[config.mk]
export PLATFORM = sky130hd
export DESIGN_NAME = v06c_io_top
export DESIGN_NICKNAME = d
export VERILOG_FILES = /design/src/rtl/v06c_pkg.sv /design/src/rtl/v06c_bus_frontend.sv /design/src/rtl/v06c_io_decode.sv /design/src/rtl/v06c_edisk_map.sv /design/src/rtl/v06c_joy_ports.sv /design/src/rtl/v06c_io_top.sv
export VERILOG_INCLUDE_DIRS = /design/src /design/src/rtl
export SDC_FILE = /design/constraint.sdc
export NUM_CORES = 1
export LEC_CHECK = 0
export BUFFER_PORTS_ARGS = -buffer_cell sky130_fd_sc_hd__buf_4
export CORE_ASPECT_RATIO = 0.5
export CORE_MARGIN = 2
export CORE_UTILIZATION = 45
export CTS_CLUSTER_SIZE = 12
export DETAILED_ROUTE_END_ITERATION = 10
export GPL_TIMING_DRIVEN = 1
export PLACE_DENSITY = 0.74
export RECOVER_POWER = 50
export SETUP_SLACK_MARGIN = 0.05
export SLEW_MARGIN = 20
export SYNTH_ARGS = -nofsm -noshare
export SYNTH_HDL_FRONTEND = slang
export SYNTH_SLANG_ARGS = --single-unit
[constraint.sdc]
create_clock -name clk_sys -period 2.41 [get_ports clk_sys]
set_clock_uncertainty 0.2 [all_clocks]
set_input_delay 0.3615 -clock clk_sys [delete_from_list [all_inputs] [get_ports clk_sys]]
set_output_delay 0.3615 -clock clk_sys [all_outputs]
set_load 0.01 [all_outputs]
[src/rtl/v06c_defines.svh]
`ifndef V06C_DEFINES_SVH
`define V06C_DEFINES_SVH

// Status word bit positions
`define V06C_SW_INTA  0
`define V06C_SW_WRN   1
`define V06C_SW_STACK 2
`define V06C_SW_IOW   4
`define V06C_SW_IOR   6
`define V06C_SW_MEMR  7

// I/O port addresses, low address byte
`define V06C_PORT_JOY_BASE 8'h04
`define V06C_PORT_JOYP     8'h06
`define V06C_PORT_JOYPU    8'h07
`define V06C_PORT_JOYA     8'h0E
`define V06C_PORT_JOYB     8'h0F
`define V06C_PORT_EDSK     8'h10

// Widths and fixed values
`define V06C_RAM_AW    19
`define V06C_PAGE_W    3
`define V06C_IDLE_DATA 8'hFF

`endif

[src/rtl/v06c_pkg.sv]
`include "v06c_defines.svh"

package v06c_pkg;

	// ------------------------------------------------------------
	// CPU bus cycle
	// ------------------------------------------------------------

	// Status word, bit 7 down to bit 0
	typedef struct packed {
		logic mem_rd;
		logic io_rd;
		logic m1;
		logic io_wr;
		logic halt_ack;
		logic stack;
		logic wr_n;
		logic int_ack;
	} status_word_t;

	typedef struct packed {
		status_word_t status;
		logic [15:0]  addr;
		logic [7:0]   wdata;
	} bus_cycle_t;

	typedef struct packed {
		logic io_rd;
		logic io_wr;
		logic mem_acc;
	} io_strobe_t;

	// ------------------------------------------------------------
	// Joystick
	// ------------------------------------------------------------

	// Pad bits: right, left, down, up, fire 1, fire 2, two spare
	typedef struct packed {
		logic [7:0] pad_a;
		logic [7:0] pad_b;
	} joy_pads_t;

	typedef struct packed {
		logic [7:0] p;
		logic [7:0] pu;
		logic [7:0] a;
		logic [7:0] b;
	} joy_views_t;

	typedef struct packed {
		logic       mode;
		logic [2:0] rsvd;
		logic [2:0] idx;
		logic       val;
	} joy_bitset_t;

	// Port 04 data byte, also taken raw on port 05
	typedef union packed {
		logic [7:0]  raw;
		joy_bitset_t bitset;
	} joy_cmd_u;

	// E-disk mapped RAM address
	typedef struct packed {
		logic [`V06C_PAGE_W-1:0] page;
		logic [`V06C_RAM_AW-1:0] ram_addr;
	} mem_map_t;

endpackage

[src/rtl/v06c_bus_frontend.sv]
`timescale 1ns/1ps
`include "v06c_defines.svh"

module v06c_bus_frontend (
	input  logic                 clk_sys,
	input  logic                 cold_reset,
	input  logic                 req_i,
	input  v06c_pkg::bus_cycle_t cycle_i,
	input  logic [7:0]           rd_byte_i,
	output logic                 ack_o,
	output v06c_pkg::bus_cycle_t cur_o,
	output v06c_pkg::io_strobe_t strobe_o,
	output logic [7:0]           rdata_o
);
	import v06c_pkg::*;

	localparam logic [1:0] ST_IDLE = 2'd0;
	localparam logic [1:0] ST_EXEC = 2'd1;
	localparam logic [1:0] ST_WAIT = 2'd2;

	logic [1:0] state;
	logic       ack_q;
	bus_cycle_t cur_q;
	logic [7:0] rdata_q;
	logic [7:0] sw;
	logic       exec;
	logic       busy;
	logic       start;

	assign sw    = cur_q.status;
	assign exec  = (state == ST_EXEC);
	assign start = (state == ST_IDLE) && req_i && !ack_q;
	// Ack stays up one clock in idle, cycle still counts as live
	assign busy  = (state != ST_IDLE) || ack_q;

	always_comb begin
		strobe_o.io_rd   = exec & sw[`V06C_SW_IOR];
		strobe_o.io_wr   = exec & sw[`V06C_SW_IOW] & ~sw[`V06C_SW_WRN];
		strobe_o.mem_acc = busy & (sw[`V06C_SW_MEMR] | ~sw[`V06C_SW_WRN])
			& ~sw[`V06C_SW_IOW] & ~sw[`V06C_SW_IOR];
	end

	// Handshake FSM
	always_ff @(posedge clk_sys) begin
		if (cold_reset) begin
			state <= ST_IDLE;
			ack_q <= 1'b0;
		end else begin
			case (state)
				ST_IDLE: begin
					ack_q <= 1'b0;
					if (start)
						state <= ST_EXEC;
				end
				ST_EXEC: begin
					ack_q <= 1'b1;
					state <= ST_WAIT;
				end
				ST_WAIT: if (!req_i) state <= ST_IDLE;
				default: state <= ST_IDLE;
			endcase
		end
	end

	// Cycle and read byte
	always_ff @(posedge clk_sys) begin
		if (start)
			cur_q <= cycle_i;
		if (exec)
			rdata_q <= sw[`V06C_SW_INTA] ? `V06C_IDLE_DATA : rd_byte_i;
	end

	assign ack_o   = ack_q;
	assign cur_o   = cur_q;
	assign rdata_o = rdata_q;

	assert property (@(posedge clk_sys) disable iff (cold_reset)
		$rose(ack_q) |-> $past(req_i))
		else $error("ack rose with no request pending");

	assert property (@(posedge clk_sys) disable iff (cold_reset)
		strobe_o.io_wr |=> !strobe_o.io_wr)
		else $error("I/O write strobe longer than one clock");

endmodule

[src/rtl/v06c_io_decode.sv]
`timescale 1ns/1ps
`include "v06c_defines.svh"

module v06c_io_decode (
	input  v06c_pkg::bus_cycle_t cur_i,
	input  v06c_pkg::io_strobe_t strobe_i,
	input  v06c_pkg::joy_views_t joy_rd_i,
	output logic [7:0]           rd_byte_o,
	output logic                 edsk_we_o,
	output logic                 joy_we_o
);
	import v06c_pkg::*;

	logic [7:0] port;
	logic       joy_sel;
	logic       edsk_sel;

	// ------------------------------------------------------------
	// Port read multiplexer
	// ------------------------------------------------------------

	// Dropped and undecoded ports float high
	function automatic logic [7:0] read_mux(
		input logic [7:0] p,
		input joy_views_t v
	);
		case (p)
			`V06C_PORT_JOY_BASE:         read_mux = 8'h00;
			`V06C_PORT_JOY_BASE + 8'h01: read_mux = 8'h00;
			`V06C_PORT_JOYP:             read_mux = v.p;
			`V06C_PORT_JOYPU:            read_mux = v.pu;
			`V06C_PORT_JOYA:             read_mux = v.a;
			`V06C_PORT_JOYB:             read_mux = v.b;
			default:                     read_mux = `V06C_IDLE_DATA;
		endcase
	endfunction

	assign port = cur_i.addr[7:0];

	// Only I/O reads put port data on the bus
	assign rd_byte_o = strobe_i.io_rd ? read_mux(port, joy_rd_i) : `V06C_IDLE_DATA;

	// ------------------------------------------------------------
	// Write enables
	// ------------------------------------------------------------

	// Joystick pair 04/05
	assign joy_sel  = ((port & 8'hFE) == `V06C_PORT_JOY_BASE);
	assign edsk_sel = (port == `V06C_PORT_EDSK);

	assign edsk_we_o = strobe_i.io_wr & edsk_sel;
	assign joy_we_o  = strobe_i.io_wr & joy_sel;

	// One register per write cycle across both blocks
	always_comb begin
		assert final (!(edsk_we_o && joy_we_o))
			else $error("E-disk and joystick writes in the same cycle");
	end

endmodule

[src/rtl/v06c_edisk_map.sv]
`timescale 1ns/1ps
`include "v06c_defines.svh"

module v06c_edisk_map (
	input  logic                 clk_sys,
	input  logic                 cold_reset,
	input  v06c_pkg::bus_cycle_t cur_i,
	input  logic                 mem_acc_i,
	input  logic                 edsk_we_i,
	output v06c_pkg::mem_map_t   map_o
);
	import v06c_pkg::*;

	logic [7:0]              ed_reg;
	logic                    ed_win;
	logic                    ed_stack;
	logic                    ed_ram;
	logic [`V06C_PAGE_W-1:0] page;

	// Linear {page, addr}, then bits 14..13 moved to the bottom
	function automatic mem_map_t map_addr(
		input logic [`V06C_PAGE_W-1:0] pg,
		input logic [15:0]             addr
	);
		logic [`V06C_RAM_AW-1:0] lin;
		mem_map_t                m;
		lin        = {pg, addr};
		m.page     = pg;
		m.ram_addr = {lin[18:15], lin[12:0], lin[14:13]};
		return m;
	endfunction

	// Control register
	always_ff @(posedge clk_sys) begin
		if (cold_reset)
			ed_reg <= 8'h00;
		else if (edsk_we_i)
			ed_reg <= cur_i.wdata;
	end

	// Window in upper 32K, quarter selection by bits 7 and 6
	assign ed_win = cur_i.addr[15] & ((cur_i.addr[14] ^ cur_i.addr[13])
		| (ed_reg[7] & cur_i.addr[14] & cur_i.addr[13])
		| (ed_reg[6] & ~cur_i.addr[14] & ~cur_i.addr[13]));

	assign ed_stack = ed_reg[4] & cur_i.status[`V06C_SW_STACK] & mem_acc_i;
	assign ed_ram   = ed_reg[5] & ed_win & mem_acc_i;

	// Stack mapping wins over the window
	always_comb begin
		if (ed_stack)
			page = {1'b0, ed_reg[3:2]} + 3'd1;
		else if (ed_ram)
			page = {1'b0, ed_reg[1:0]} + 3'd1;
		else
			page = '0;
	end

	assign map_o = map_addr(page, cur_i.addr);

	assert property (@(posedge clk_sys) disable iff (cold_reset)
		map_o.page <= 3'd4)
		else $error("E-disk page out of range");

endmodule

[src/rtl/v06c_joy_ports.sv]
`timescale 1ns/1ps

module v06c_joy_ports (
	input  logic                 clk_sys,
	input  logic                 cold_reset,
	input  v06c_pkg::bus_cycle_t cur_i,
	input  logic                 joy_we_i,
	input  v06c_pkg::joy_pads_t  pads_i,
	output v06c_pkg::joy_views_t views_o
);
	import v06c_pkg::*;

	logic [7:0] joy_port;
	joy_cmd_u   joy_cmd;
	logic [7:0] view_a;
	logic [7:0] view_b;
	logic [7:0] pu_or;

	// Active-low view of one pad, spare bits read as ones
	function automatic logic [7:0] pad_view(input logic [7:0] pad);
		pad_view = ~{pad[5], pad[4], 2'b00, pad[2], pad[3], pad[1], pad[0]};
	endfunction

	assign joy_cmd.raw = cur_i.wdata;

	// ------------------------------------------------------------
	// Port register
	// ------------------------------------------------------------

	// Port 05 loads the byte, port 04 sets or clears one bit
	always_ff @(posedge clk_sys) begin
		if (cold_reset) begin
			joy_port <= 8'h00;
		end else if (joy_we_i) begin
			if (cur_i.addr[0])
				joy_port <= joy_cmd.raw;
			else if (!joy_cmd.bitset.mode)
				joy_port[joy_cmd.bitset.idx] <= joy_cmd.bitset.val;
		end
	end

	// ------------------------------------------------------------
	// Read views
	// ------------------------------------------------------------

	assign view_a = pad_view(pads_i.pad_a);
	assign view_b = pad_view(pads_i.pad_b);

	// Both pads merged, active high
	assign pu_or = pads_i.pad_a | pads_i.pad_b;

	always_comb begin
		views_o.a  = view_a;
		views_o.b  = view_b;
		views_o.pu = {pu_or[3], pu_or[0], pu_or[2], pu_or[1], pu_or[4], pu_or[5], 2'b00};
		// Pad select from register bits 6..5
		case (joy_port[6:5])
			2'b00:   views_o.p = view_a & view_b;
			2'b01:   views_o.p = view_a;
			2'b10:   views_o.p = view_b;
			default: views_o.p = 8'hFF;
		endcase
	end

endmodule

[src/rtl/v06c_io_top.sv]
`timescale 1ns/1ps

module v06c_io_top (
	input  logic                 clk_sys,
	input  logic                 cold_reset,
	input  logic                 req_i,
	input  v06c_pkg::bus_cycle_t cycle_i,
	input  v06c_pkg::joy_pads_t  pads_i,
	output logic                 ack_o,
	output logic [7:0]           rdata_o,
	output v06c_pkg::mem_map_t   mem_o
);
	import v06c_pkg::*;

	bus_cycle_t cur;
	io_strobe_t strobe;
	joy_views_t views;
	logic [7:0] rd_byte;
	logic       edsk_we;
	logic       joy_we;

	v06c_bus_frontend u_frontend (
		.clk_sys    (clk_sys),
		.cold_reset (cold_reset),
		.req_i      (req_i),
		.cycle_i    (cycle_i),
		.rd_byte_i  (rd_byte),
		.ack_o      (ack_o),
		.cur_o      (cur),
		.strobe_o   (strobe),
		.rdata_o    (rdata_o)
	);

	v06c_io_decode u_decode (
		.cur_i     (cur),
		.strobe_i  (strobe),
		.joy_rd_i  (views),
		.rd_byte_o (rd_byte),
		.edsk_we_o (edsk_we),
		.joy_we_o  (joy_we)
	);

	v06c_edisk_map u_edisk (
		.clk_sys    (clk_sys),
		.cold_reset (cold_reset),
		.cur_i      (cur),
		.mem_acc_i  (strobe.mem_acc),
		.edsk_we_i  (edsk_we),
		.map_o      (mem_o)
	);

	v06c_joy_ports u_joy (
		.clk_sys    (clk_sys),
		.cold_reset (cold_reset),
		.cur_i      (cur),
		.joy_we_i   (joy_we),
		.pads_i     (pads_i),
		.views_o    (views)
	);

endmodule

# Word level (Yosys, flattened, before mapping)
# Cells that the tools add are included.
# totals
output_inout_bits	31
register_bits	57
# classes
magnitude_cmp	2
n_eq_ne	15
n_addsub	2
n_mux	13
bitwise_logic	31
n_reduce_logical	13
# ops
op	n
$pmux 8 s5	1
$eq 8x3->1 const B	4
$pmux 8 s3	1
$and 1x1->1	17
$eq 8x4->1 const B	2
$mux 8	2
$not 8->8	2
$and 8x8->8	1
$bwmux 8	1
$eq 8x5->1 const B	1
$eq 7x2->1 const B	1
$add 2x1->3 const B	2
$mux 3	2
$not 1->1	6
$or 6x6->6	1
$pmux 2 s3	1
$eq 2x1->1 const B	2
$eq 2x2->1 const B	2
$logic_not 2->1	2
$lt 3x4->1 const B	1
$mux 2	2
$ne 2x1->1 const B	2
$reduce_and 2->1	2
$reduce_bool 2->1	2
other kinds (11)	16

# Longest topological paths before layout
# logic_depth
word_depth	9
depth_mapped	6
depth_no_buf	5

# Cells and area by module
# From an unflattened synthesis, not the netlist that was laid out.
# unflattened
cells_unflattened	214
hier_area_um2	2600.0
# modules_own_cells
mod	instances	cells_per_inst	seq_area_each_um2	area_per_inst_um2
v06c_bus_frontend	1	65	1261.2	1405.1
v06c_edisk_map	1	57	160.2	520.5
v06c_io_decode	1	43	0.0	337.8
v06c_joy_ports	1	49	40.0	336.6

# Worst setup path after synthesis
# Ideal clock, no wire load.
# synth_timing
kind	flip-flop to flip-flop
start	register u_frontend.state[0]
end	register u_frontend.cur_q, in the netlist u_frontend.cur_o[0], enable pin
arrival_ps	2000
path_stages_with_launch	3
path_slack_ps	-207
path_cell_list	dfxtp_1 -> or3_1 -> nor2_1
# synth_between
elab_chain_cells	3
# synth_rtl
item	line_no	text
from (decl)	v06c_bus_frontend.sv:21	logic [1:0] state;
from (signal assigned)	v06c_bus_frontend.sv:46	state <= ST_IDLE;
from (signal assigned)	v06c_bus_frontend.sv:53	state <= ST_EXEC;
from (signal assigned)	v06c_bus_frontend.sv:57	state <= ST_WAIT;
$logic_not 2->1	v06c_bus_frontend.sv:32	assign start = (state == ST_IDLE) && req_i && !ack_q;
$logic_and 1x1->1 (2 in series)	v06c_bus_frontend.sv:32	
net u_frontend.start	v06c_bus_frontend.sv:28	logic start;
to (signal assigned)	v06c_bus_frontend.sv:68	cur_q <= cycle_i;
to (decl)	v06c_bus_frontend.sv:23	bus_cycle_t cur_q;
# The timed path passes the listed nets, and every way through them passes these cells.
# A chain may end at the register's enable or synchronous reset.

==> results.ini <==
[outcome]
status = complete, no violations

[cts]
cts_made_buffers = 5
clock_latency_ps = 300
htree_num_levels = 2
clockBufferDepth = 2
hold_buffers = 0
clkSinkCount = 51
cts_setup_buffers = 0
clk_pin_slew_ps = 100
clockRootBuffer = clkbuf_8
cts_tree = done

[die]
die-area_um2 = 5820
core_um2 = 4950
row_count = 18
floorplan.die.height_um = 55.0
die_w_um = 106
io_pins = 82
start_util_pct = 47.2

[yosys]
synth_top_cell_by_area = edfxtp_1
syn_nets = 251
synth_seq_area_share_pct = 59.9
synth_cell_types = 33
syn_inst = 198
synth_area_um2 = 2340
synth_top_cell_area_share_pct = 48.8
synth_top_family_by_area = compound AO/OA/AOI/OAI gates
synthAdderAreaFrac_pct = 1.07
yosys-top-cells-area = edfxtp_1, dfxtp_1, buf_4
synth-seq-cells = 51
synth.area.mux_share_pct = 5.99
synthSimpleGateAreaFrac_pct = 10.0
synth_xor_area_share_pct = 0
synth_compound_area_share_pct = 12.3
syn_area_per_cell_um2 = 11.8
ys_warn_count = 0

[critical_path]
cp_top_family = compound AO/OA/AOI/OAI gates
crit_buf_inv = 1
cp_cell_sequence = a211oi_1 > and4_1 > a22o_1 > buf_4
cp.depth = 4
cp-end-kind = output port
worst_path_largest_cell_delay_ps = 400
r2r-end = u_frontend.rdata_o[7]$_SDFFCE_PP1N_
cp_max_fo = 3
required_ps = 1850
endpoint = mem_o[19]
crit_path_start = u_frontend.cur_o[28]$_DFFE_PP_
rr_startpoint = u_frontend.cur_o[14]$_DFFE_PP_
crit_arrival_ps = 1730
r2r_slack_ps = 190
ff2ff_path_depth = 3
critPathKind = reg -> out
cp_slowest_cell = edfxtp_1
start_kind = flip-flop

[job]
cap_violations = 0

[global_route]
grt.total_usage_pct = 16.0
antenna_found_initial = 0
grt_pass1_vias = 1516
grt_max_degree = 23
grt_first_pass_wirelength_um = 6940
grt_overflow_total = 0

[placed_design]
dp_slack_ps = 203
dp_cells = 323
dpl.hpwl_um = 3550
port_buffers = 75
gp_congestion = 0.754

[layout]
finalNonFillerCells = 331
drive_gt1_share_pct = 28.0
layout.nets = 313
diodes = 0
multi_input_area_um2 = 697
final_common_cell = edfxtp_1
seq_area_um2 = 1400
largest_register_ffs = 30
fillers = 431
final_cell_mix = edfxtp_1, buf_4, clkbuf_4
syn2layout_area_growth_pct = 23.6

[sta]
fin_tns_setup_ps = 0
worst_pin_slew_ps = 586
setup_viol_count_final = 0
maxSlewViolCount = 0
finalCriticalPeriod_ps = 2290
hold_violations = 0
fin_crit_sh_pct = 95.1
slew_headroom_pct = 60.9
rsz0062_at_grt = no
fin_ws_ps = 118
fmax_ghz = 0.436

[routing]
ant_nets = 0
initialDrtViolationCount = 77
vias = 1673
via_per_inst = 5.05
wirelength_um = 4690
dr.pass1.iters = 4
drc_errors = 0
wl_per_cell_um = 14.2

[power]
power.density_nw_per_um2 = 590
power_leakage_nw = 1.18
peakVddDrop_v = 0.000314
power_w = 0.00171

[hold_path]
holdCritPathClass = in -> reg

==> per-stage QoR <==
step / utilization (%) / hold WS, ps / cell area [µm²]
after global placement: 57.8 / 272 / 2870
after CTS: 59.6 / 19.5 / 2950
after detailed placement: 57.8 / 296 / 2870
final: 58.3 / 48.1 / 2890
after global routing: 58.3 / 24.4 / 2890
after floorplan: - / 238 / 2340
==> power breakdown <==
part / internal (W) / total, W / switching, W
registers: 0.000995 / 0.00102 / 0.0000290
clock network: 0.000209 / 0.000492 / 0.000283
logic: 0.0000935 / 0.000190 / 0.0000961
==> per-layer routing <==
layer | GRT usage, % | share of wire, % | wire [µm]
met1 | 19.4 | 45 | 2120
met4 | 4.82 | 0.58 | 27
met2 | 28.9 | 48 | 2250
met3 | 4.45 | 6.2 | 291
met5 | 0 | 0 | 0
==> worst min-delay path by stage <==
stage	cells after the start	from	slack (ps)	endpoint
floorplan	1	cold_reset	240	u_frontend.state[0]$_SDFFE_PP0P_
global placement	2	u_frontend.cur_o[4]$_DFFE_PP_	270	u_edisk.ed_reg[4]$_SDFFE_PP0P_
detailed placement	2	u_edisk.ed_reg[1]$_SDFFE_PP0P_	300	u_edisk.ed_reg[1]$_SDFFE_PP0P_
CTS	1	cycle_i[17]	20	u_frontend.cur_o[17]$_DFFE_PP_
global route	1	cycle_i[5]	20	u_frontend.cur_o[5]$_DFFE_PP_
finish	1	cycle_i[4]	50	u_frontend.cur_o[4]$_DFFE_PP_
==> final cells by class <==
type                       instances  share of cell area (%)
tap                               70                    3.03
multi-input combinational        100                    24.1
timing repair buffer              81                    18.6
clock inverter                     2                   0.563
clock buffer                       6                    2.51
sequential                        51                    48.5
inverter                          21                    2.73
==> cells by family after synthesis <==
| group | Yosys count |
|---|---|
| multiplexers | 14 |
| adder cells (fa/ha/maj) | 2 |
| flip-flops | 51 |
| AO/OA/AOI/OAI | 43 |
| buffers and inverters | 47 |
| AND/OR/NAND/NOR | 41 |
==> worst register-to-register path, cell delays in order (launching register included) <==
cell,delay (ps)
edfxtp_1,390
or3_1,400
or4_1,660
a221o_1,320
==> timing repair <==
item,CTS,global route
resized for setup,0,4
setup endpoints to repair,0,6
hold endpoints to repair,0,0
==> cells in the mapped netlist <==
| master | n |
|---|---|
| a41o_1 | 2 |
| nand4bb_1 | 1 |
| buf_4 | 19 |
| nand4b_1 | 1 |
| nor4b_2 | 1 |
| dfxtp_1 | 13 |
| and4_1 | 2 |
| clkbuf_1 | 5 |
| nor2_1 | 11 |
| a22o_1 | 3 |
| a41oi_1 | 2 |
| nor2b_1 | 2 |
| o31ai_1 | 2 |
| a211oi_1 | 1 |
| a221o_1 | 4 |
| nor4b_1 | 2 |
| nor3b_1 | 1 |
| inv_1 | 21 |
| nand2b_1 | 2 |
| a21oi_1 | 8 |
| a31oi_1 | 3 |
| edfxtp_1 | 38 |
| o21a_1 | 2 |
| o21ai_0 | 10 |
| o22ai_1 | 6 |
| mux2i_1 | 14 |
| nand3b_1 | 1 |
| ha_1 | 2 |
| or3_1 | 3 |
| nand2_1 | 7 |
| buf_2 | 2 |
| nor3_1 | 6 |
| or4_1 | 1 |
No activity file was read; power rests on OpenSTA's default activity.
